$ cat src/verilog/gen_pkg.sv
////////////////////////////////////////////////////////////////////////////
// shared types for the waveform generator
// bus request/response, config and control structs, producer states,
// register offsets and fixed point constants
////////////////////////////////////////////////////////////////////////////

`default_nettype none

package gen_pkg;

  // fixed point fraction widths
  localparam int unsigned GEN_CWF      = 16;
  localparam int unsigned GEN_MUL_FRAC = 14;

  // signed DAC sample
  typedef logic signed [13:0] sample_t;

  // one sample in flight, lst marks the end of a single pass
  typedef struct packed {
    sample_t dat;
    logic    lst;
  } gen_smp_t;

  // system bus, address bit 8 selects the table
  typedef struct packed {
    logic        wen;
    logic        ren;
    logic [8:0]  addr;
    logic [31:0] wdata;
  } bus_req_t;

  typedef struct packed {
    logic        ack;
    logic [31:0] rdata;
  } bus_rsp_t;

  // configuration
  typedef struct packed {
    logic [31:0]        siz;   // table size, 16.16
    logic [31:0]        off;   // start phase, 16.16
    logic [31:0]        ste;   // phase step, 16.16
    logic               mode;  // 1 = single pass
    logic signed [15:0] mul;   // gain, 1.0 = 16384
    sample_t            sum;   // offset
    logic               ena;   // output enable
  } gen_cfg_t;

  // one cycle control pulses
  typedef struct packed {
    logic str;
    logic stp;
    logic trg;
  } gen_ctl_t;

  // producer status
  typedef struct packed {
    logic arm;
    logic run;
    logic lst;  // last sample pushed
  } gen_sts_t;

  typedef enum logic [1:0] {
    ST_IDLE,
    ST_ARMED,
    ST_RUN
  } gen_state_e;

  typedef enum logic [7:0] {
    REG_CTL     = 8'h00,
    REG_IRQ_ENA = 8'h08,
    REG_IRQ_STS = 8'h0c,
    REG_SIZ     = 8'h20,
    REG_OFF     = 8'h24,
    REG_STE     = 8'h28,
    REG_MODE    = 8'h30,
    REG_MUL     = 8'h50,
    REG_SUM     = 8'h54,
    REG_ENA     = 8'h58
  } gen_reg_e;

endpackage

`default_nettype wire

$ cat src/verilog/gen_credit_fifo.sv
////////////////////////////////////////////////////////////////////////////
// sample buffer between producer and output stage
// circular buffer, each pop returns one credit a cycle later
////////////////////////////////////////////////////////////////////////////

`default_nettype none

module gen_credit_fifo #(
  parameter int unsigned DEPTH = 4
) (
  input  logic              bus,
  input  logic              ctl_rst,
  input  logic              push,
  input  gen_pkg::gen_smp_t smp_in,
  input  logic              pop,
  output gen_pkg::gen_smp_t smp_out,
  output logic              not_empty,
  output logic              credit_ret
);

  localparam int unsigned PW = (DEPTH > 1) ? $clog2(DEPTH) : 1;
  localparam int unsigned CW = $clog2(DEPTH + 1);

  gen_pkg::gen_smp_t mem [DEPTH];
  logic [PW-1:0]     wptr;
  logic [PW-1:0]     rptr;
  logic [CW-1:0]     fill;

  // storage
  always_ff @(posedge bus) begin
    if (push) begin
      mem[wptr] <= smp_in;
    end
  end

  // pointers wrap naturally, depth is a power of two
  always_ff @(posedge bus) begin
    if (ctl_rst) begin
      wptr       <= '0;
      rptr       <= '0;
      fill       <= '0;
      credit_ret <= 1'b0;
    end else begin
      if (push) begin
        wptr <= wptr + 1'b1;
      end
      if (pop) begin
        rptr <= rptr + 1'b1;
      end
      fill       <= fill + CW'(push) - CW'(pop);
      credit_ret <= pop;
    end
  end

  // head entry
  assign smp_out   = mem[rptr];
  assign not_empty = (fill != '0);

  // producer credit keeps the buffer from overflowing
  no_overflow: assert property (@(posedge bus) disable iff (ctl_rst)
    push |-> (fill < CW'(DEPTH)));

  // output stage only pops what is there
  no_underflow: assert property (@(posedge bus) disable iff (ctl_rst)
    pop |-> not_empty);

endmodule

`default_nettype wire

$ cat config.mk
export PLATFORM = sky130hd
export DESIGN_NAME = gen_credit_fifo
export DESIGN_NICKNAME = d
export VERILOG_FILES = /design/src/verilog/gen_pkg.sv /design/src/verilog/gen_credit_fifo.sv
export SDC_FILE = /design/constraint.sdc
export NUM_CORES = 1
export LEC_CHECK = 0
export BUFFER_PORTS_ARGS = -buffer_cell sky130_fd_sc_hd__buf_2
export CAP_MARGIN = 25
export CORE_MARGIN = 5
export CORE_UTILIZATION = 29
export CTS_CLUSTER_DIAMETER = 200
export DETAILED_ROUTE_END_ITERATION = 8
export PLACE_DENSITY_LB_ADDON = 0.3
export SLEW_MARGIN = 30
export SYNTH_ARGS = -nofsm -noshare
export SYNTH_HDL_FRONTEND = slang
export SYNTH_SLANG_ARGS = --single-unit
$ cat constraint.sdc
create_clock -name bus -period 2.5 [get_ports bus]
set_input_delay 0.5 -clock bus [delete_from_list [all_inputs] [get_ports bus]]
set_output_delay 0.5 -clock bus [all_outputs]
set_load 0.02 [all_outputs]
==> metrics.txt <==
status=complete, no violations; clk slew on worst S/H paths=70 ps; relative slew slack=79.6%; fmax=445 MHz; Initial Utilization=29.2%; Worst VDD drop=0.327 mV; RSZ-0062 raised after global routing=no; Post-Synth XOR/XNOR Area=1.55%; dpl cell area=2980 um^2; first-pass iteration count of the detailed router=4; WP data required=2000 ps; top-count cell post-synth=edfxtp_1; Final period util=89.9%; Final min period=2250 ps; synth top area cells=edfxtp_1 (68%), mux4_2 (8.5%), dfxtp_1 (7.5%), mux4_1 (4.9%), ha_1 (2.8%); final net count=196; postcts setup bufs=0; post-cts gate resize count=0; total track usage=8.49%; drt wl/cell=15.2 um; largest family of logic cells by synthesized area=multiplexers; CP Max Fanout=15; Mapped Cells=122; vias in the first global route=1349; core area=9110 um^2; hold-fix buffers at CTS=0; synthesis-stage register bit count=70; Total Power=2540 uW; syn_nets=148; worst-margin pin slew=306 ps; Placed Instances=270; Buffers & Inverters on Critical Path=2; Pleak=0.00113 uW; total wire length=4340 um; Die Span Y=106 um; first-pass GRT wire length=6930 um; H-tree Lvls=3; worst skew pair latency=340 ps; crit-path max cell delay=620 ps; fill cell instance count of the final layout=882; routed vias/inst=4.34; layout cells sized above 1=37.4%; Synth top area share=67.8%; Cell Area, Synth=2660 um^2; post-synthesis adder-cell area fraction=3.58%; Top Ports=36; Die ar.=11200 um^2; Post-synth EDFFs=60; initial antenna violation count=1; Ant. Diodes=0; Max Slew Vio Count=0; Startpoint Class=flip-flop; DR iter-0 viols=25; Port-buffer cells=35; total global routing overflow=0; Die Width=106 um; Hold Slack=380 ps; Critical Path End Type=output port; crit-path cells=buf_4 > mux4_1 > buf_2; CP delay by family, top=multiplexers; worst hold path type=input port to flip-flop; YS warnings=0; ys flop type=edfxtp_1; Design Area, Final=3160 um^2; Synth area leader=edfxtp_1; drt drc=0; Syn Area/Cell=21.8 um^2; Site Rows=35; synth cell count leaders=edfxtp_1 (60), dfxtp_1 (10), mux4_2 (10); Non-Filler Instances=285; compound-cell area share of the yosys netlist=0.565%; PD cells=802 nW/um^2; routability congestion estimate=0.659; fraction of the mapped netlist area in simple logic gates=2.87%; Clock Sinks=70; TritonCTS Buffers=9; Clock Skew=10.2 ps; antenna-violating nets left=0; setup TNS=0 ps; TritonCTS clock tree=built; final setup fails=0; largest net degree at the start of global routing=16; Area Overhead vs Synth=19.0%; slowest CP cell=mux4_1; DR vias=1236; asr flop ratio synth=0%; Fin. Hold Viols=0; WP data arrival=1750 ps; CTS max path bufs=2; Yosys cell types=21; max cap viols=0; clk root buf=clkbuf_8; Crit Path Class=flip-flop to output port; post-synthesis sequential area ratio=75.3%; post-synthesis mux area share=13.8%
## cells by family (layout without fill, tap and decap cells)
logic type               Yosys count  in the layout
AND/OR/NAND/NOR                   14             14
XOR/XNOR                           3              3
AO/OA/AOI/OAI                      2              2
multiplexers                      16             16
flip-flops                        70             70
buffers and inverters             10             62
adder cells (fa/ha/maj)            7              7
## cells in the final DEF (no fill, tap or decap), types with 2 or more instances in the layout
cell type / instances
ha_1: 6
xnor2_1: 2
nor2_1: 5
clkinv_1: 2
nor2b_1: 3
and2_1: 4
buf_2: 35
edfxtp_1: 60
inv_1: 6
mux4_1: 5
mux4_2: 10
buf_4: 6
clkbuf_8: 9
dfxtp_1: 10
## layer usage
layer	up-vias	global-route usage (%)	wire length, um
li1	577	-	-
met1	611	9.35	1880
met2	40	13.5	2060
met3	6	4.96	347
met4	2	3.33	41
met5	-	0	13
## state kept, by name (all words and copies together), names as in the netlist, named ones only
signal	cells
fill	3
mem	60
credit_ret	1
wptr	2
rptr	2
## layout make-up
cell class / count / area, um^2 / area share [%]
sequential: 70 / 2000 / 63.3
clock inverter: 6 / 62.6 / 1.98
timing repair buffer: 41 / 220 / 6.96
clock buffer: 9 / 124 / 3.91
inverter: 6 / 22.5 / 0.712
tap: 111 / 139 / 4.39
multi-input combinational: 42 / 594 / 18.8
## path summary, 6_finish.rpt
| path | from | end | slack, ps | depth (start not counted) |
|---|---|---|---|---|
| hold reg to reg | rptr[1]$_SDFFE_PP0P_ | rptr[1]$_SDFFE_PP0P_ | 550 | 2 |
| hold / removal | smp_in[7] | mem[3][7]$_DFFE_PP_ | 380 | 1 |
| setup reg to reg | fill[0]$_SDFF_PP0_ | fill[2]$_SDFF_PP0_ | 790 | 7 |
| setup / recovery | flip-flop | smp_out[14] | 250 | 3 |
## report_power, final
group / internal [uW] / total (uW) / switching (uW)
registers: 1340 / 1360 / 22.1
clock network: 453 / 849 / 396
logic: 151 / 327 / 176
total: 1940 / 2540 / 594
## per-stage QoR
| step | utilization, % | setup slack [ps] |
|---|---|---|
| 5_1_grt | 34.7 | 139 |
| 6_report | 34.7 | 253 |
| 3_3_place_gp | 32.7 | 510 |
| 2_1_floorplan | - | 684 |
| 3_5_place_dp | 32.7 | 484 |
| 4_1_cts | 34.7 | 198 |
(Power assumes the default switching activity.)
