==> config.mk <==
export PLATFORM = sky130hd
export DESIGN_NAME = gen_lin_out
export DESIGN_NICKNAME = d
export VERILOG_FILES = /design/src/verilog/gen_pkg.sv /design/src/verilog/gen_lin_out.sv
export SDC_FILE = /design/constraint.sdc
export NUM_CORES = 1
export LEC_CHECK = 0
export ABC_AREA = 1
export ABC_CLOCK_PERIOD_IN_PS = 7700
export BUFFER_PORTS_ARGS = -buffer_cell sky130_fd_sc_hd__buf_2
export CAP_MARGIN = 25
export CORE_UTILIZATION = 45
export CTS_CLUSTER_DIAMETER = 60
export DETAILED_ROUTE_END_ITERATION = 7
export PLACE_DENSITY = 0.65
export SETUP_SLACK_MARGIN = 0.3
export SLEW_MARGIN = 20
export SYNTH_ARGS = -nofsm -noshare
export SYNTH_HDL_FRONTEND = slang
export SYNTH_SLANG_ARGS = --single-unit
==> constraint.sdc <==
create_clock -name bus -period 7.7 [get_ports bus]
set_input_delay 0.77 -clock bus [delete_from_list [all_inputs] [get_ports bus]]
set_output_delay 0.77 -clock bus [all_outputs]
set_load 0.05 [all_outputs]
==> src/verilog/gen_pkg.sv <==
////////////////////////////////////////////////////////////////////////////
// shared types for the waveform generator
// bus request/response, config and control structs, producer states,
// register offsets and fixed point constants
////////////////////////////////////////////////////////////////////////////

`default_nettype none

package gen_pkg;

  // fixed point fraction widths
  localparam int unsigned GEN_CWF      = 16;
  localparam int unsigned GEN_MUL_FRAC = 14;

  // signed DAC sample
  typedef logic signed [13:0] sample_t;

  // one sample in flight, lst marks the end of a single pass
  typedef struct packed {
    sample_t dat;
    logic    lst;
  } gen_smp_t;

  // system bus, address bit 8 selects the table
  typedef struct packed {
    logic        wen;
    logic        ren;
    logic [8:0]  addr;
    logic [31:0] wdata;
  } bus_req_t;

  typedef struct packed {
    logic        ack;
    logic [31:0] rdata;
  } bus_rsp_t;

  // configuration
  typedef struct packed {
    logic [31:0]        siz;   // table size, 16.16
    logic [31:0]        off;   // start phase, 16.16
    logic [31:0]        ste;   // phase step, 16.16
    logic               mode;  // 1 = single pass
    logic signed [15:0] mul;   // gain, 1.0 = 16384
    sample_t            sum;   // offset
    logic               ena;   // output enable
  } gen_cfg_t;

  // one cycle control pulses
  typedef struct packed {
    logic str;
    logic stp;
    logic trg;
  } gen_ctl_t;

  // producer status
  typedef struct packed {
    logic arm;
    logic run;
    logic lst;  // last sample pushed
  } gen_sts_t;

  typedef enum logic [1:0] {
    ST_IDLE,
    ST_ARMED,
    ST_RUN
  } gen_state_e;

  typedef enum logic [7:0] {
    REG_CTL     = 8'h00,
    REG_IRQ_ENA = 8'h08,
    REG_IRQ_STS = 8'h0c,
    REG_SIZ     = 8'h20,
    REG_OFF     = 8'h24,
    REG_STE     = 8'h28,
    REG_MODE    = 8'h30,
    REG_MUL     = 8'h50,
    REG_SUM     = 8'h54,
    REG_ENA     = 8'h58
  } gen_reg_e;

endpackage

`default_nettype wire

==> src/verilog/gen_lin_out.sv <==
////////////////////////////////////////////////////////////////////////////
// linear output stage
// stage one applies gain, stage two offset, saturation and enable
// drives the DAC over valid/ready, stalls under back-pressure
////////////////////////////////////////////////////////////////////////////

`default_nettype none

module gen_lin_out (
  input  logic              bus,
  input  logic              ctl_rst,
  input  gen_pkg::gen_cfg_t cfg,
  input  logic              not_empty,
  input  gen_pkg::gen_smp_t smp,
  output logic              pop,
  output gen_pkg::sample_t  dac,
  output logic              dac_valid,
  input  logic              dac_ready
);

  logic               en1;
  logic               en2;
  logic               s1_vld;
  logic signed [15:0] s1_dat;
  logic signed [29:0] prod;
  logic signed [16:0] sum;
  gen_pkg::sample_t   sat;

  // stage advance, stage two frees up on a DAC transfer
  assign en2 = ~dac_valid | dac_ready;
  assign en1 = ~s1_vld | en2;
  assign pop = not_empty & en1;

  ////////////////////////////////////////////////////////////////////////////
  // stage one, gain
  ////////////////////////////////////////////////////////////////////////////

  assign prod = $signed(smp.dat) * $signed(cfg.mul);

  always_ff @(posedge bus) begin
    if (ctl_rst) begin
      s1_vld <= 1'b0;
    end else if (en1) begin
      s1_vld <= not_empty;
    end
  end

  // dropping the low bits floors toward minus infinity
  always_ff @(posedge bus) begin
    if (pop) begin
      s1_dat <= prod[gen_pkg::GEN_MUL_FRAC +: 16];
    end
  end

  ////////////////////////////////////////////////////////////////////////////
  // stage two, offset, saturate, enable
  ////////////////////////////////////////////////////////////////////////////

  assign sum = {s1_dat[15], s1_dat} + {{3{cfg.sum[13]}}, cfg.sum};

  always_comb begin
    if (sum > 17'sd8191) begin
      sat = 14'sd8191;
    end else if (sum < -17'sd8192) begin
      sat = -14'sd8192;
    end else begin
      sat = sum[13:0];
    end
  end

  always_ff @(posedge bus) begin
    if (ctl_rst) begin
      dac_valid <= 1'b0;
    end else if (en2) begin
      dac_valid <= s1_vld;
    end
  end

  always_ff @(posedge bus) begin
    if (en2 && s1_vld) begin
      dac <= cfg.ena ? sat : '0;
    end
  end

  // a stalled sample stays put until the DAC takes it
  dac_hold: assert property (@(posedge bus) disable iff (ctl_rst)
    (dac_valid && !dac_ready) |=> (dac_valid && $stable(dac)));

endmodule

`default_nettype wire

==> run_results.csv, run 1 <==
group,metric,value,unit
status,status,"finished clean",
yosys,yosysWarningCount,0,
final_layout,final_common_cell,"inv_1",
drt,dr_total_vias,8446,
final_layout,drive_above_1_share,6.05,%
worst_setup_path,crit_fanout,16,
clock_tree,cts_tree,"built",
sta,grt_setup_unrepaired,"false",
drt,route.detailed.drc,0,
worst_setup_path,critPathKind,"input pin to flop",
worst_setup_path,crit_chain,"buf_2, nand2_1, fa_1, inv_1, fa_1, inv_1, fa_1, fa_1, fa_1, inv_1, fa_1, ha_1, a21oi_1, o21bai_1, a21oi_1, nand2_1, a31oi_1, nand2_1, nand3_1, nand2_1",
final_layout,final_cell_mix,"422 x inv_1, 365 x nand2_1, 219 x fa_1",
final_layout,antenna-diode-count,0,
placed_design,post-dp-hpwl,20.6,mm
yosys,synth_area,0.0109,mm2
clock_tree,cts_resized,0,
floorplan,rows,56,
worst_setup_path,required,7.73,ns
worst_setup_path,critPathMaxStageDelay,0.65,ns
drt,routed_via_density,4.81,
grt,grt-ovfl-total,0,
sta,skew,0.00349,ns
sta,relSlewSlack,51.1,%
drt,drtIter0Drc,434,
floorplan,core-area,0.0236,mm2
floorplan,die_h,157,um
yosys,synth_cells,1410,
clock_tree,clk_pin_slew,0.05,ns
clock_tree,worstSkewPairLatency,0.27,ns
grt,antenna_found_initial,0,
clock_tree,root_buffer,"clkbuf_16",
worst_setup_path,cp.arrival,6.27,ns
sta,slew_violations,0,
worst_setup_path,cp-end-kind,"flop",
clock_tree,cts_made_buffers,5,
drt,wire_per_inst,13.4,um
sta,worstMarginPinSlew,0.734,ns
sta,max_freq,160,MHz
sta,final_hold_viol_count,0,
sta,fin_crit_sh,81.1,%
final_layout,multi_input_area,0.00816,mm2
floorplan,dieArea,0.0248,mm2
worst_setup_path,critPathSlowestCell,"fa_1",
grt,grt_max_degree,18,
sta,setup_violations,0,
clock_tree,h-tree-depth,2,
worst_setup_path,cp-start-kind,"input pin",
final_layout,synthToLayoutAreaGrowth,6.34,%
clock_tree,clk_path_buf_depth,2,
final_layout,seqCellArea,941,um2
yosys,synth_top_cell_area_share,40.3,%
drt,detail-route-antenna-nets,0,
worst_setup_path,worst_path_most_repeated_cell,"fa_1",
floorplan,io_pins,163,
yosys,yosysSeqAreaShare,8.65,%
run,maxCapViolCount,0,
floorplan,fp.dieW,157,um
yosys,yosys-top-cells-area,"fa_1 40%, inv_1 15%, nand2_1 13%, ha_1 9.7%, edfxtp_1 8.3%",
placed_design,gp_congestion,0.858,
floorplan,floorplan.initialDensity,46.0,%
yosys,synth_area_leader_cell,"fa_1",
grt,grt_pass1_vias,8995,
placed_design,io_buffers,64,
drt,drt-pass1-iter-count,5,
yosys,synth_fp_nets,1860,
yosys,synth_cell_types,34,
sta,setup_tns,0,ns
sta,min_period,6.24,ns
clock_tree,holdBufCountCts,0,
clock_tree,post_cts_buffers,0,
clock_tree,cts.sinks,32,
final_layout,final_nets,1887,
drt,wl,23.5,mm
grt,grt_usage,21.1,%
yosys,avgSynthCellArea,7.71,um2
final_layout,fillCellCount,2333,
hold_path,hold_class,"flop to flop",
yosys,synth-seq-cells,32,
grt,grt_first_pass_wirelength,41.9,mm
-- stage by stage --
| stage | std cells | setup slack, ns | hold slack [ns] | util (%) | cell area [um2] |
|---|---|---|---|---|---|
| after global routing | 1757 | 1.08 | 0.512 | 49.0 | 11600 |
| final | 1757 | 1.46 | 0.488 | 49.0 | 11600 |
| after detailed placement | 1749 | 1.15 | 0.479 | 48.3 | 11400 |
| after floorplan | 1410 | 1.60 | 0.445 | - | 10900 |
| after global placement | 1749 | 1.24 | 0.458 | 48.3 | 11400 |
| after CTS | 1757 | 1.43 | 0.490 | 49.0 | 11600 |
-- layer usage --
metal / vias to the layer above / track usage [%] / routed length (um)
met5: - / 0 / 0
li1: 4120 / - / -
met3: 19 / 1.62 / 838
met4: 0 / 2.96 / 220
met1: 4148 / 27.4 / 10400
met2: 159 / 38.9 / 12100
-- flip-flops by register name (all words and copies together) (netlist names) --
name / flops
dac_valid: 1
s1_vld: 1
dac: 14
s1_dat: 16
-- final timing paths --
path | start | cells past startpoint | endpoint | slack [ns]
max | smp[6] | 20 | s1_dat[15] | 1.46
min | s1_vld | 2 | dac_valid | 0.49
min reg2reg | s1_vld | 2 | dac_valid | 0.49
max reg2reg | s1_dat[0] | 10 | dac[2] | 5.31
-- area by class of cell --
| cell class | count | share of cell area (%) |
|---|---|---|
| clock inverters | 1 | 0.0649 |
| well taps | 319 | 3.45 |
| multi-input cells | 910 | 70.6 |
| inverters | 424 | 13.8 |
| repair buffers | 64 | 2.77 |
| flip-flops and latches | 32 | 8.14 |
| clock buffers | 7 | 1.23 |
-- worst max-delay path: cells and delay by family --
family          cells  cell delay [ns]
fa+ha+maj           7             3.73
compound gates      4             0.66
buf+inv             4             0.62
simple gates        5             0.46
-- cells in the mapped netlist (all sizes together) --
| library cell | number |
|---|---|
| nor3 | 9 |
| xnor2 | 14 |
| o21bai | 5 |
| a211oi | 2 |
| nor2 | 60 |
| buf | 4 |
| edfxtp | 30 |
| nand4 | 7 |
| inv | 424 |
| o21ai | 21 |
| nand2 | 368 |
| clkbuf | 40 |
| a21o | 3 |
| nor4 | 1 |
| a21boi | 2 |
| o31a | 1 |
| ha | 84 |
| dfxtp | 2 |
| a21oi | 41 |
| o21a | 1 |
| fa | 219 |
| or2 | 2 |
| nand3 | 48 |
| xor2 | 14 |
| a31oi | 6 |
| o211ai | 2 |
-- cells by family after synthesis --
| logic type | share of synthesized area [%] |
|---|---|
| AO/OA/AOI/OAI | 4.45 |
| XOR/XNOR | 2.26 |
| adder cells (fa/ha/maj) | 50.0 |
| buffers and inverters | 16.3 |
| flip-flops | 8.65 |
| AND/OR/NAND/NOR | 18.3 |
Power of run 1 is left out: the tool's default activity adds up to more than one toggle a clock period on the data nets, which glitch-free logic cannot reach.
==> run 2: changes to the inputs <==
--- a/config.mk
+++ b/config.mk
@@ -6,7 +6,7 @@
 export NUM_CORES = 1
 export LEC_CHECK = 0
 export ABC_AREA = 1
-export ABC_CLOCK_PERIOD_IN_PS = 7700
+export ABC_CLOCK_PERIOD_IN_PS = 6100
 export BUFFER_PORTS_ARGS = -buffer_cell sky130_fd_sc_hd__buf_2
 export CAP_MARGIN = 25
 export CORE_UTILIZATION = 45
==> constraint.sdc (replaced) <==
create_clock -name bus -period 6.1 [get_ports bus]
set_input_delay 0.61 -clock bus [delete_from_list [all_inputs] [get_ports bus]]
set_output_delay 0.61 -clock bus [all_outputs]
set_load 0.05 [all_outputs]
==> run_results.csv, run 2 (synthesized netlist as in run 1, its figures left out) <==
group,metric,value,unit
status,status,"finished clean",
final_layout,synthToLayoutAreaGrowth,10.0,%
clock_tree,cts.sinks,32,
worst_setup_path,critPathKind,"input pin to flop",
final_layout,multi_input_area,0.00826,mm2
clock_tree,worstSkewPairLatency,0.28,ns
placed_design,io_buffers,64,
grt,grt_max_degree,18,
final_layout,drive_above_1_share,9.93,%
run,maxCapViolCount,0,
final_layout,seqCellArea,941,um2
hold_path,hold_end,"dac_valid",
worst_setup_path,critPathMaxStageDelay,0.65,ns
clock_tree,root_buffer,"clkbuf_16",
drt,drtIter0Drc,413,
worst_setup_path,cp-start-kind,"input pin",
grt,grt_usage,21.4,%
sta,fin_crit_sh,91.7,%
final_layout,final_common_cell,"inv_1",
floorplan,rows,56,
worst_setup_path,critPathSlowestCell,"fa_1",
worst_setup_path,cp-end-kind,"flop",
hold_path,whs_path_depth,2,
worst_setup_path,required,6.13,ns
drt,wl_met1,10.8,mm
final_layout,post-route-util,50.7,%
final_layout,final_cell_mix,"420 x inv_1, 361 x nand2_1, 218 x fa_1",
worst_setup_path,regToRegSetupSlack,3.68,ns
floorplan,core-area,0.0236,mm2
clock_tree,holdBufCountCts,0,
final_layout,fillCellCount,2359,
sta,skew,0.00539,ns
drt,routed_via_density,4.75,
clock_tree,cts_made_buffers,5,
final_layout,antenna-diode-count,0,
worst_setup_path,path_buf_inv,6,
drt,top_layer_used,"met4",
grt,grt_pass1_vias,9070,
sta,max_freq,179,MHz
final_layout,regMostFlops,"s1_dat",
sta,relSlewSlack,51.2,%
worst_setup_path,ff2ff_path_depth,12,
final_layout,largest_reg_flops,16,
hold_path,hold_class,"flop to flop",
floorplan,dieArea,0.0248,mm2
grt,antenna_found_initial,0,
floorplan,floorplan.initialDensity,46.0,%
worst_setup_path,crit_fanout,10,
sta,setup_tns,0,ns
sta,min_period,5.59,ns
drt,dr_wl_met2,12.3,mm
hold_path,hold_path_startpoint,"s1_vld",
final_layout,final_nets,1919,
drt,detail-route-antenna-nets,0,
worst_setup_path,cp.arrival,5.62,ns
drt,route.detailed.drc,0,
clock_tree,clk_pin_slew,0.05,ns
sta,setup_violations,0,
floorplan,fp.dieW,157,um
grt,grt-ovfl-total,0,
placed_design,gp_congestion,0.869,
final_layout,largest_registers,"s1_dat x16, dac x14",
sta,grt_setup_unrepaired,"true",
drt,drt-pass1-iter-count,5,
sta,final_hold_viol_count,0,
floorplan,die_h,157,um
worst_setup_path,worst_path_most_repeated_cell,"fa_1",
placed_design,post-dp-hpwl,21.5,mm
drt,wire_per_inst,13.5,um
drt,wl,24.1,mm
worst_setup_path,r2r_start,"s1_dat[8]",
clock_tree,cts_tree,"built",
sta,worstMarginPinSlew,0.732,ns
worst_setup_path,critPathTopFamily,"adder cells",
sta,slew_violations,0,
worst_setup_path,crit_chain,"clkbuf_4, nand2_1, fa_1, inv_2, fa_1, buf_4, fa_1, inv_1, fa_1, fa_1, inv_1, fa_1, ha_1, buf_4, a21oi_1, o211ai_1, a21oi_1, nand2_1, nand2_1, nand2_1",
grt,grt_first_pass_wirelength,42.0,mm
clock_tree,clk_path_buf_depth,2,
clock_tree,h-tree-depth,2,
drt,dr_total_vias,8505,
drt,wl_met3,716,um
floorplan,io_pins,163,
worst_setup_path,regToRegEndpoint,"dac[8]",
-- run 2: stage by stage --
step                hold slack, ns  area, um2  setup slack, ns  cells
finish                       0.502      12000            0.509   1789
global route                 0.507      12000            0.239   1789
global placement             0.458      11700           0.0816   1781
floorplan                    0.445      10900            0.330   1410
CTS                          0.501      11800            0.330   1789
detailed placement           0.483      11700           0.0397   1781
-- run 2: routing by layer --
metal	vias to the layer above	track usage, %
li1	4175	-
met1	4176	27.8
met2	131	39.7
met3	23	1.40
met4	0	3.24
met5	-	0
-- run 2: final cells by class --
class                           count  share of cell area [%]
Clock buffer                        7                    1.19
Clock inverter                      1                  0.0628
Sequential cell                    32                    7.87
Timing Repair Buffer               96                    5.16
Inverter                          424                    13.3
Multi-Input combinational cell    910                    69.1
Tap cell                          319                    3.34
-- run 2: worst reg2reg max path, cell delays in order (launching register included) --
cell and delay (ns):
edfxtp_1 0.41, ha_1 0.39, nand2_1 0.10, inv_1 0.12, nand2_1 0.09, nor3_1 0.13
nand2_1 0.11, nand2_1 0.09, nand2_1 0.05, nand2_1 0.06, nand3_1 0.16, nand3_1 0.33
nand2_1 0.12
-- run 2: worst max path at each step --
stage / startpoint / endpoint / slack [ns] / depth (start not counted)
2_1_floorplan: smp[6] / s1_dat[15] / 0.33 / 20
3_3_place_gp: cfg[30] / s1_dat[11] / 0.08 / 20
3_5_place_dp: smp[6] / s1_dat[15] / 0.04 / 20
4_1_cts: smp[6] / s1_dat[15] / 0.33 / 20
5_1_grt: smp[11] / s1_dat[13] / 0.24 / 20
6_report: smp[6] / s1_dat[14] / 0.51 / 20
-- run 2: what timing repair did --
action	in CTS	in global routing
gates resized for setup	0	41
endpoints found under the setup margin	0	14
setup buffers	0	0
Power of run 2 is left out for the same reason.
