## src/verilog/gen_pkg.sv

```systemverilog
////////////////////////////////////////////////////////////////////////////
// shared types for the waveform generator
// bus request/response, config and control structs, producer states,
// register offsets and fixed point constants
////////////////////////////////////////////////////////////////////////////

`default_nettype none

package gen_pkg;

  // fixed point fraction widths
  localparam int unsigned GEN_CWF      = 16;
  localparam int unsigned GEN_MUL_FRAC = 14;

  // signed DAC sample
  typedef logic signed [13:0] sample_t;

  // one sample in flight, lst marks the end of a single pass
  typedef struct packed {
    sample_t dat;
    logic    lst;
  } gen_smp_t;

  // system bus, address bit 8 selects the table
  typedef struct packed {
    logic        wen;
    logic        ren;
    logic [8:0]  addr;
    logic [31:0] wdata;
  } bus_req_t;

  typedef struct packed {
    logic        ack;
    logic [31:0] rdata;
  } bus_rsp_t;

  // configuration
  typedef struct packed {
    logic [31:0]        siz;   // table size, 16.16
    logic [31:0]        off;   // start phase, 16.16
    logic [31:0]        ste;   // phase step, 16.16
    logic               mode;  // 1 = single pass
    logic signed [15:0] mul;   // gain, 1.0 = 16384
    sample_t            sum;   // offset
    logic               ena;   // output enable
  } gen_cfg_t;

  // one cycle control pulses
  typedef struct packed {
    logic str;
    logic stp;
    logic trg;
  } gen_ctl_t;

  // producer status
  typedef struct packed {
    logic arm;
    logic run;
    logic lst;  // last sample pushed
  } gen_sts_t;

  typedef enum logic [1:0] {
    ST_IDLE,
    ST_ARMED,
    ST_RUN
  } gen_state_e;

  typedef enum logic [7:0] {
    REG_CTL     = 8'h00,
    REG_IRQ_ENA = 8'h08,
    REG_IRQ_STS = 8'h0c,
    REG_SIZ     = 8'h20,
    REG_OFF     = 8'h24,
    REG_STE     = 8'h28,
    REG_MODE    = 8'h30,
    REG_MUL     = 8'h50,
    REG_SUM     = 8'h54,
    REG_ENA     = 8'h58
  } gen_reg_e;

endpackage

`default_nettype wire

```

## src/verilog/gen_regs.sv

```systemverilog
////////////////////////////////////////////////////////////////////////////
// register file of the generator
// decodes bus writes into config and control pulses, keeps interrupt
// enable/status, reads back config and producer status
////////////////////////////////////////////////////////////////////////////

`default_nettype none

module gen_regs (
  input  logic              bus,
  input  logic              ctl_rst,
  input  gen_pkg::bus_req_t bus_req,
  output gen_pkg::bus_rsp_t bus_rsp,
  output gen_pkg::gen_cfg_t cfg,
  output gen_pkg::gen_ctl_t ctl,
  input  gen_pkg::gen_sts_t sts,
  output logic              tbl_we,
  output logic              irq
);

  logic              reg_wen;
  logic              ctl_wen;
  gen_pkg::gen_reg_e reg_adr;
  logic              ack;
  logic [31:0]       rdata;
  logic [1:0]        irq_ena;
  logic [1:0]        irq_sts;
  logic [1:0]        irq_set;

  // register range vs table range
  assign reg_wen = bus_req.wen & ~bus_req.addr[8];
  assign reg_adr = gen_pkg::gen_reg_e'(bus_req.addr[7:0]);
  assign ctl_wen = reg_wen & (reg_adr == gen_pkg::REG_CTL);
  // table data and address are taken from bus_req by the producer
  assign tbl_we  = bus_req.wen & bus_req.addr[8];

  ////////////////////////////////////////////////////////////////////////////
  // bus response
  ////////////////////////////////////////////////////////////////////////////

  always_ff @(posedge bus) begin
    if (ctl_rst) begin
      ack <= 1'b0;
    end else begin
      ack <= bus_req.wen | bus_req.ren;
    end
  end

  // read mux, table reads give zero
  always_ff @(posedge bus) begin
    if (bus_req.ren) begin
      if (bus_req.addr[8]) begin
        rdata <= '0;
      end else begin
        case (reg_adr)
          gen_pkg::REG_CTL:     rdata <= {29'd0, sts.run, sts.arm, 1'b0};
          gen_pkg::REG_IRQ_ENA: rdata <= {30'd0, irq_ena};
          gen_pkg::REG_IRQ_STS: rdata <= {30'd0, irq_sts};
          gen_pkg::REG_SIZ:     rdata <= cfg.siz;
          gen_pkg::REG_OFF:     rdata <= cfg.off;
          gen_pkg::REG_STE:     rdata <= cfg.ste;
          gen_pkg::REG_MODE:    rdata <= {31'd0, cfg.mode};
          gen_pkg::REG_MUL:     rdata <= {{16{cfg.mul[15]}}, cfg.mul};
          gen_pkg::REG_SUM:     rdata <= {{18{cfg.sum[13]}}, cfg.sum};
          gen_pkg::REG_ENA:     rdata <= {31'd0, cfg.ena};
          default:              rdata <= '0;
        endcase
      end
    end
  end

  assign bus_rsp = '{ack: ack, rdata: rdata};

  ////////////////////////////////////////////////////////////////////////////
  // configuration and control
  ////////////////////////////////////////////////////////////////////////////

  always_ff @(posedge bus) begin
    if (ctl_rst) begin
      cfg     <= '0;
      irq_ena <= '0;
    end else if (reg_wen) begin
      case (reg_adr)
        gen_pkg::REG_IRQ_ENA: irq_ena  <= bus_req.wdata[1:0];
        gen_pkg::REG_SIZ:     cfg.siz  <= bus_req.wdata;
        gen_pkg::REG_OFF:     cfg.off  <= bus_req.wdata;
        gen_pkg::REG_STE:     cfg.ste  <= bus_req.wdata;
        gen_pkg::REG_MODE:    cfg.mode <= bus_req.wdata[0];
        gen_pkg::REG_MUL:     cfg.mul  <= bus_req.wdata[15:0];
        gen_pkg::REG_SUM:     cfg.sum  <= bus_req.wdata[13:0];
        gen_pkg::REG_ENA:     cfg.ena  <= bus_req.wdata[0];
        default: ;
      endcase
    end
  end

  // start/stop/trigger, high for one cycle
  always_ff @(posedge bus) begin
    if (ctl_rst) begin
      ctl <= '0;
    end else begin
      ctl.str <= ctl_wen & bus_req.wdata[0];
      ctl.stp <= ctl_wen & bus_req.wdata[1];
      ctl.trg <= ctl_wen & bus_req.wdata[2];
    end
  end

  ////////////////////////////////////////////////////////////////////////////
  // interrupts
  ////////////////////////////////////////////////////////////////////////////

  // bit 0: trigger taken while armed, bit 1: last sample of a pass
  assign irq_set = {sts.lst, ctl.trg & ~ctl.stp & sts.arm} & irq_ena;

  always_ff @(posedge bus) begin
    if (ctl_rst) begin
      irq_sts <= '0;
      irq     <= 1'b0;
    end else begin
      if (reg_wen && (reg_adr == gen_pkg::REG_IRQ_STS)) begin
        // write one to clear, a new event still lands
        irq_sts <= (irq_sts & ~bus_req.wdata[1:0]) | irq_set;
      end else begin
        irq_sts <= irq_sts | irq_set;
      end
      irq <= |irq_sts;
    end
  end

  // ack only ever answers the request of the cycle before
  ack_after_req: assert property (@(posedge bus) disable iff (ctl_rst)
    bus_rsp.ack |-> $past(bus_req.wen | bus_req.ren));

endmodule

`default_nettype wire

```

## config.mk

```make
export PLATFORM = sky130hd
export DESIGN_NAME = gen_regs
export DESIGN_NICKNAME = d
export VERILOG_FILES = /design/src/verilog/gen_pkg.sv /design/src/verilog/gen_regs.sv
export SDC_FILE = /design/constraint.sdc
export NUM_CORES = 1
export LEC_CHECK = 0
export BUFFER_PORTS_ARGS = -buffer_cell sky130_fd_sc_hd__buf_2
export CORE_UTILIZATION = 32
export CTS_BUF_LIST = sky130_fd_sc_hd__clkbuf_2
export DETAILED_ROUTE_END_ITERATION = 12
export GPL_TIMING_DRIVEN = 0
export PLACE_DENSITY = 0.51
export SLEW_MARGIN = 20
export SYNTH_ARGS = -nofsm -noshare
export SYNTH_HDL_FRONTEND = slang
export SYNTH_SLANG_ARGS = --single-unit
```

## constraint.sdc

```tcl
create_clock -name bus -period 3.6 [get_ports bus]
set_clock_uncertainty 0.1 [all_clocks]
set_input_delay 0 -clock bus [delete_from_list [all_inputs] [get_ports bus]]
set_output_delay 0 -clock bus [all_outputs]
set_load 0.02 [all_outputs]
```

==> results of run 1 <==
worst max-delay path, cell delays in order:
cell and delay, ps:
dlygate4sd3_1 550, buf_2 180, nor4b_4 390, dlygate4sd3_1 680, and3_1 160, dlygate4sd3_1 530, buf_2 170, buf_2 270
nand2_1 80, a21oi_1 110, dlygate4sd3_1 560
through the flow:
stage / std cells / hold slack [ps]
floorplan: 828 / 12.5
global placement: 1309 / 151
detailed placement: 1309 / 152
CTS: 1435 / 7.42
global route: 1436 / 36.1
finish: 1436 / 60.9
area by class of cell:
cell class	instances	area [um2]	share of cell area, %
Inverter	1	3.75	0.0393
Tap cell	275	344	3.60
Sequential cell	169	3700	38.7
Timing Repair Buffer	300	1970	20.6
Clock buffer	18	90.1	0.942
Antenna cell	1	2.50	0.0262
Buffer	72	330	3.46
Multi-Input combinational cell	586	2930	30.7
Clock inverter	14	181	1.90
metal layers:
metal  global-route usage [%]  vias to the layer above  wire length, um
met2                     38.4                      261            12200
met4                     7.50                        0              549
met1                     32.6                     3415            11900
li1                         -                     3466                -
met3                     5.21                       29             1830
met5                        0                        -                0
where the power goes:
part | switching (uW) | internal [uW]
clock network | 768 | 354
logic | 155 | 105
registers | 4.25 | 1950
synth_stat cells, drive strengths merged (3+ instances only):
cell,instances
a21o,17
a21oi,141
a22o,25
a22oi,34
and2,8
and3,5
buf,44
clkbuf,28
dfxtp,137
edfxtp,32
mux2i,6
nand2,301
nand3,12
nor2,10
nor3b,3
nor4b,3
o21ai,3
registers in the layout, indices dropped and copies added (netlist names):
| name | count |
|---|---|
| irq | 1 |
| irq_ena | 2 |
| cfg | 128 |
| rdata | 32 |
| ack | 1 |
| ctl | 3 |
| irq_sts | 2 |
cell families after synthesis:
family / share of synthesized area (%)
mux: 1.02
buf+inv: 4.79
simple gates: 21.1
flops: 53.1
compound gates: 19.9
worst paths after layout:
path	end	slack, ps	start
setup / recovery	cfg[123]$_SDFFE_PP0P_	550	bus_req[36]
hold / removal	cfg[97]$_SDFFE_PP0P_	60	bus_req[1]
setup reg to reg	rdata[21]$_SDFFCE_PP0P_	1940	cfg[14]$_SDFFE_PP0P_
hold reg to reg	cfg[9]$_SDFFE_PP0P_	390	cfg[9]$_SDFFE_PP0P_
cells in the final DEF (no fill, tap or decap), drive strengths merged, types with 3 or more instances in the layout:
cell,count
a21oi,141
nor4b,3
dfxtp,137
mux2i,6
nand2,301
inv,7
clkinv,5
nand3,12
nor3b,3
buf,250
and2,8
edfxtp,32
a22o,25
and3,5
a22oi,34
clkbuf,46
dlygate4sd3,94
o21ai,3
nor2,10
a21o,17
timing repair:
item                                    4_1_cts  5_1_grt
setup buffers                                 0        0
endpoints found under the setup margin        0        0
hold endpoints to repair                    184        0
gates resized for setup                       0        0
hold buffers                                 94        0
==> impl_metrics.yaml, run 1 <==
floorplan:
  die_area_mm2: 0.0224
  initial_core_util_pct: 32.9
  rows: 53
  io_pins: 214
  core_mm2: 0.0212
  die_x_um: 150
  die_y_um: 150
drt:
  drt_iter0_drc: 477
  routedWlPerCell_um: 18.5
  firstDrtPassIters: 5
  drc_errors: 0
  ant_nets: 0
  via_per_inst: 4.99
  drt-total-wl_mm: 26.5
  vias: 7171
timing:
  fin_setup_tns_ps: 0
  finalCritPeriodShare_pct: 84.7
  finalMaxSlewViolations: 0
  setup_violations: 0
  fmax_mhz: 328
  tightest_slew_ps: 933
  setup_ws_ps: 551
  fin_crit_ps: 3050
  slew-limit-headroom_pct: 37.8
  finalHoldViolCount: 0
  grt_setup_unrepaired: "no"
global_route:
  grt-ovfl-total: 0
  grt_pass1_vias: 6858
  grt_usage_pct: 24.2
  grt_max_degree: 34
  grt_pass1_wl_mm: 40.3
  antenna_found_initial: 1
job:
  cap_violations: 0
yosys:
  synth_area_per_cell_um2: 8.42
  yosysTopAreaCellShare_pct: 39.4
  synth_ff_type: "dfxtp_1"
  async_flop_share_pct: 0
  netlist.top_cell.by_area: "dfxtp_1"
  ys_types: 40
  syn_nets: 876
  yosys-top-cells-area: "dfxtp_1 39%, nand2_1 16%, edfxtp_1 14%, a21oi_1 10%, a22oi_1 3.7%"
  synth_edf_count: 32
  ys_seq_elements: 169
  seq_area_frac_synth_pct: 53.1
  yosys_warnings: 0
  synth_cells: 828
  synth.cell_area_mm2: 0.00697
worst_setup_path:
  critPathLaunchType: "primary input"
  end_kind: "register"
  cp_data_required_time_ps: 4250
  critical_path_class: "in2reg"
  arrival_ps: 3700
  path_max_fanout: 10
  ff2ff_path_depth: 4
clock_network:
  clock_sinks: 169
  tritoncts: "done"
  h-tree-depth: 4
  clock_path_buffers: 2
  clock_latency_ps: 760
  root_buffer: "clkbuf_2"
  cts_buffers: 17
  clkSlewWorstSetupHoldPaths_ps: 300
cells_and_area:
  fill_cells: 2169
  drive_gt1_share_pct: 24.8
  fin_area_mm2: 0.00956
  nNetsFinal: 1195
  final_util_pct: 45.2
  syn2layout_area_growth_pct: 37.2
power_and_ir_drop:
  power_uw: 3330
  peakVddDrop_uv: 194
  power.leakage_uw: 0.00415
  power_density_mw_per_mm2: 349
min_path:
  hold_class: "in2reg"
  hold_depth: 4
placement:
  hpwl_mm: 18.5
  place_congestion: 0.779
  post_dp_cell_area_mm2: 0.00834
  port_buffers: 206
  dp_worst_setup_slack_ps: 1350
run_status:
  run_status: "finished, final reports clean"
(Power assumes the default switching activity.)
==> run 2: changes to the inputs <==
PLACE_DENSITY = 0.53   (was 0.51)
clock period = 2.6 ns   (was 3.6 ns; I/O delays follow)
==> impl_metrics.yaml, run 2 (synthesis results as in run 1) <==
worst_setup_path:
  slowest_delay_ps: 690
  path_cells: "dlygate4sd3_1 -> buf_2 -> nor4b_4 -> dlygate4sd3_1 -> clkbuf_4 -> nand3_1 -> buf_2 -> nand2_1 -> a21oi_1 -> dlygate4sd3_1"
  critPathLaunchType: "primary input"
  cp_data_required_time_ps: 3240
  arrival_ps: 3190
  critical_path_class: "in2reg"
  path_max_fanout: 10
  path_common_cell: "dlygate4sd3_1"
  end_kind: "register"
  critical_path.slowest_cell: "dlygate4sd3_1"
timing:
  grt_setup_unrepaired: "no"
  setup_violations: 0
  setup_ws_ps: 44.9
  fmax_mhz: 391
  tightest_slew_ps: 975
  fin_crit_ps: 2560
  slew-limit-headroom_pct: 35.0
  finalMaxSlewViolations: 0
  fin_setup_tns_ps: 0
  finalCritPeriodShare_pct: 98.3
  finalHoldViolCount: 0
clock_network:
  tritoncts: "done"
  h-tree-depth: 4
  clock_path_buffers: 2
  clock_latency_ps: 800
  clkSlewWorstSetupHoldPaths_ps: 300
  root_buffer: "clkbuf_2"
  cts_buffers: 17
  clock_sinks: 169
placement:
  place_congestion: 0.785
  port_buffers: 206
  hpwl_mm: 18.3
  dp_worst_setup_slack_ps: 417
floorplan:
  die_y_um: 150
  core_mm2: 0.0212
  rows: 53
  initial_core_util_pct: 32.9
  die_area_mm2: 0.0224
  die_x_um: 150
  io_pins: 214
global_route:
  grt-ovfl-total: 0
  grt_max_degree: 34
  antenna_found_initial: 1
  grt_usage_pct: 23.7
  grt_pass1_wl_mm: 39.3
  grt_pass1_vias: 6794
drt:
  ant_nets: 0
  routedWlPerCell_um: 18.2
  drt_iter0_drc: 355
  drc_errors: 0
  firstDrtPassIters: 5
  vias: 7095
  via_per_inst: 4.93
  drt-total-wl_mm: 26.2
cells_and_area:
  nNetsFinal: 1198
  drive_gt1_share_pct: 24.9
  syn2layout_area_growth_pct: 37.1
  final_cell_mix: "301 x nand2_1, 246 x buf_2, 141 x a21oi_1, 137 x dfxtp_1, 95 x dlygate4sd3_1"
  largest_reg_flops: 128
  reg.largest.list: "cfg (128), rdata (32), ctl (3)"
  top_register: "cfg"
  layout_commonest_cell: "nand2_1"
job:
  cap_violations: 0
run_status:
  run_status: "finished, final reports clean"
min_path:
  hold_class: "in2reg"
power_and_ir_drop:
  peakVddDrop_uv: 250
  power_density_mw_per_mm2: 471
  power_uw: 4500
  power.leakage_uw: 0.00414
run 2: cell count changes in the layout (fill, tap and decap cells not counted), sizes merged:
| cell | previous run | this run |
|---|---|---|
| bufinv | 2 | 0 |
| dlygate4sd3 | 94 | 95 |
| buf | 250 | 251 |
| clkinv | 5 | 4 |
| diode | 1 | 2 |
| inv | 7 | 11 |
run 2: routing by layer:
layer	wire length (um)	vias up	part of all wire, %	track usage, %
met5	0	-	0	0
met4	505	0	1.9	7.30
li1	-	3475	-	-
met2	12000	254	46	38.3
met3	1980	34	7.6	6.22
met1	11700	3332	45	30.7
run 2: path summary, 6_finish.rpt:
kind,slack [ps],from,cells past startpoint,endpoint
min,90,bus_req[0],4,cfg[64]$_SDFFE_PP0P_
max reg2reg,940,cfg[14]$_SDFFE_PP0P_,4,rdata[28]$_SDFFCE_PP0P_
max,40,bus_req[39],10,cfg[49]$_SDFFE_PP0P_
min reg2reg,390,cfg[91]$_SDFFE_PP0P_,2,cfg[91]$_SDFFE_PP0P_
run 2: layout make-up:
| class | instances | area (um2) |
|---|---|---|
| Fill cell | 2195 | 11600 |
| Inverter | 1 | 3.75 |
| Clock inverter | 15 | 151 |
| Buffer | 72 | 333 |
| Antenna cell | 2 | 5.00 |
| Timing Repair Buffer | 303 | 2000 |
| Multi-Input combinational cell | 586 | 2930 |
| Clock buffer | 17 | 85.1 |
| Sequential cell | 169 | 3700 |
| Tap cell | 275 | 344 |
run 2: per-stage QoR:
step                hold slack (ps)  std cells  instance area (um2)  util (%)
finish                         92.1       1440                 9550      45.2
global route                   28.0       1440                 9550      45.2
CTS                            1.44       1436                 9530      45.1
detailed placement              158       1309                 8340      39.4
global placement                156       1309                 8340      39.4
floorplan                      12.5        828                 6970         -
run 2: what timing repair did:
item / 4_1_cts / 5_1_grt
hold buffers: 95 / 1
setup buffers: 0 / 2
setup endpoints to repair: 0 / 14
gates resized for setup: 0 / 1
endpoints found under the hold margin: 191 / 1
run 2: power by group:
group / internal (uW) / switching, uW / leakage [uW]
Sequential: 2700 / 6.15 / 0.00143
Combinational: 148 / 213 / 0.00257
Clock: 317 / 1120 / 0.000145
run 2: critical path, delay by kind of cell:
| kind | cells | cell delay, ps |
|---|---|---|
| AO/OA/AOI/OAI | 1 | 60 |
| buffers and inverters | 6 | 2540 |
| AND/OR/NAND/NOR | 3 | 590 |
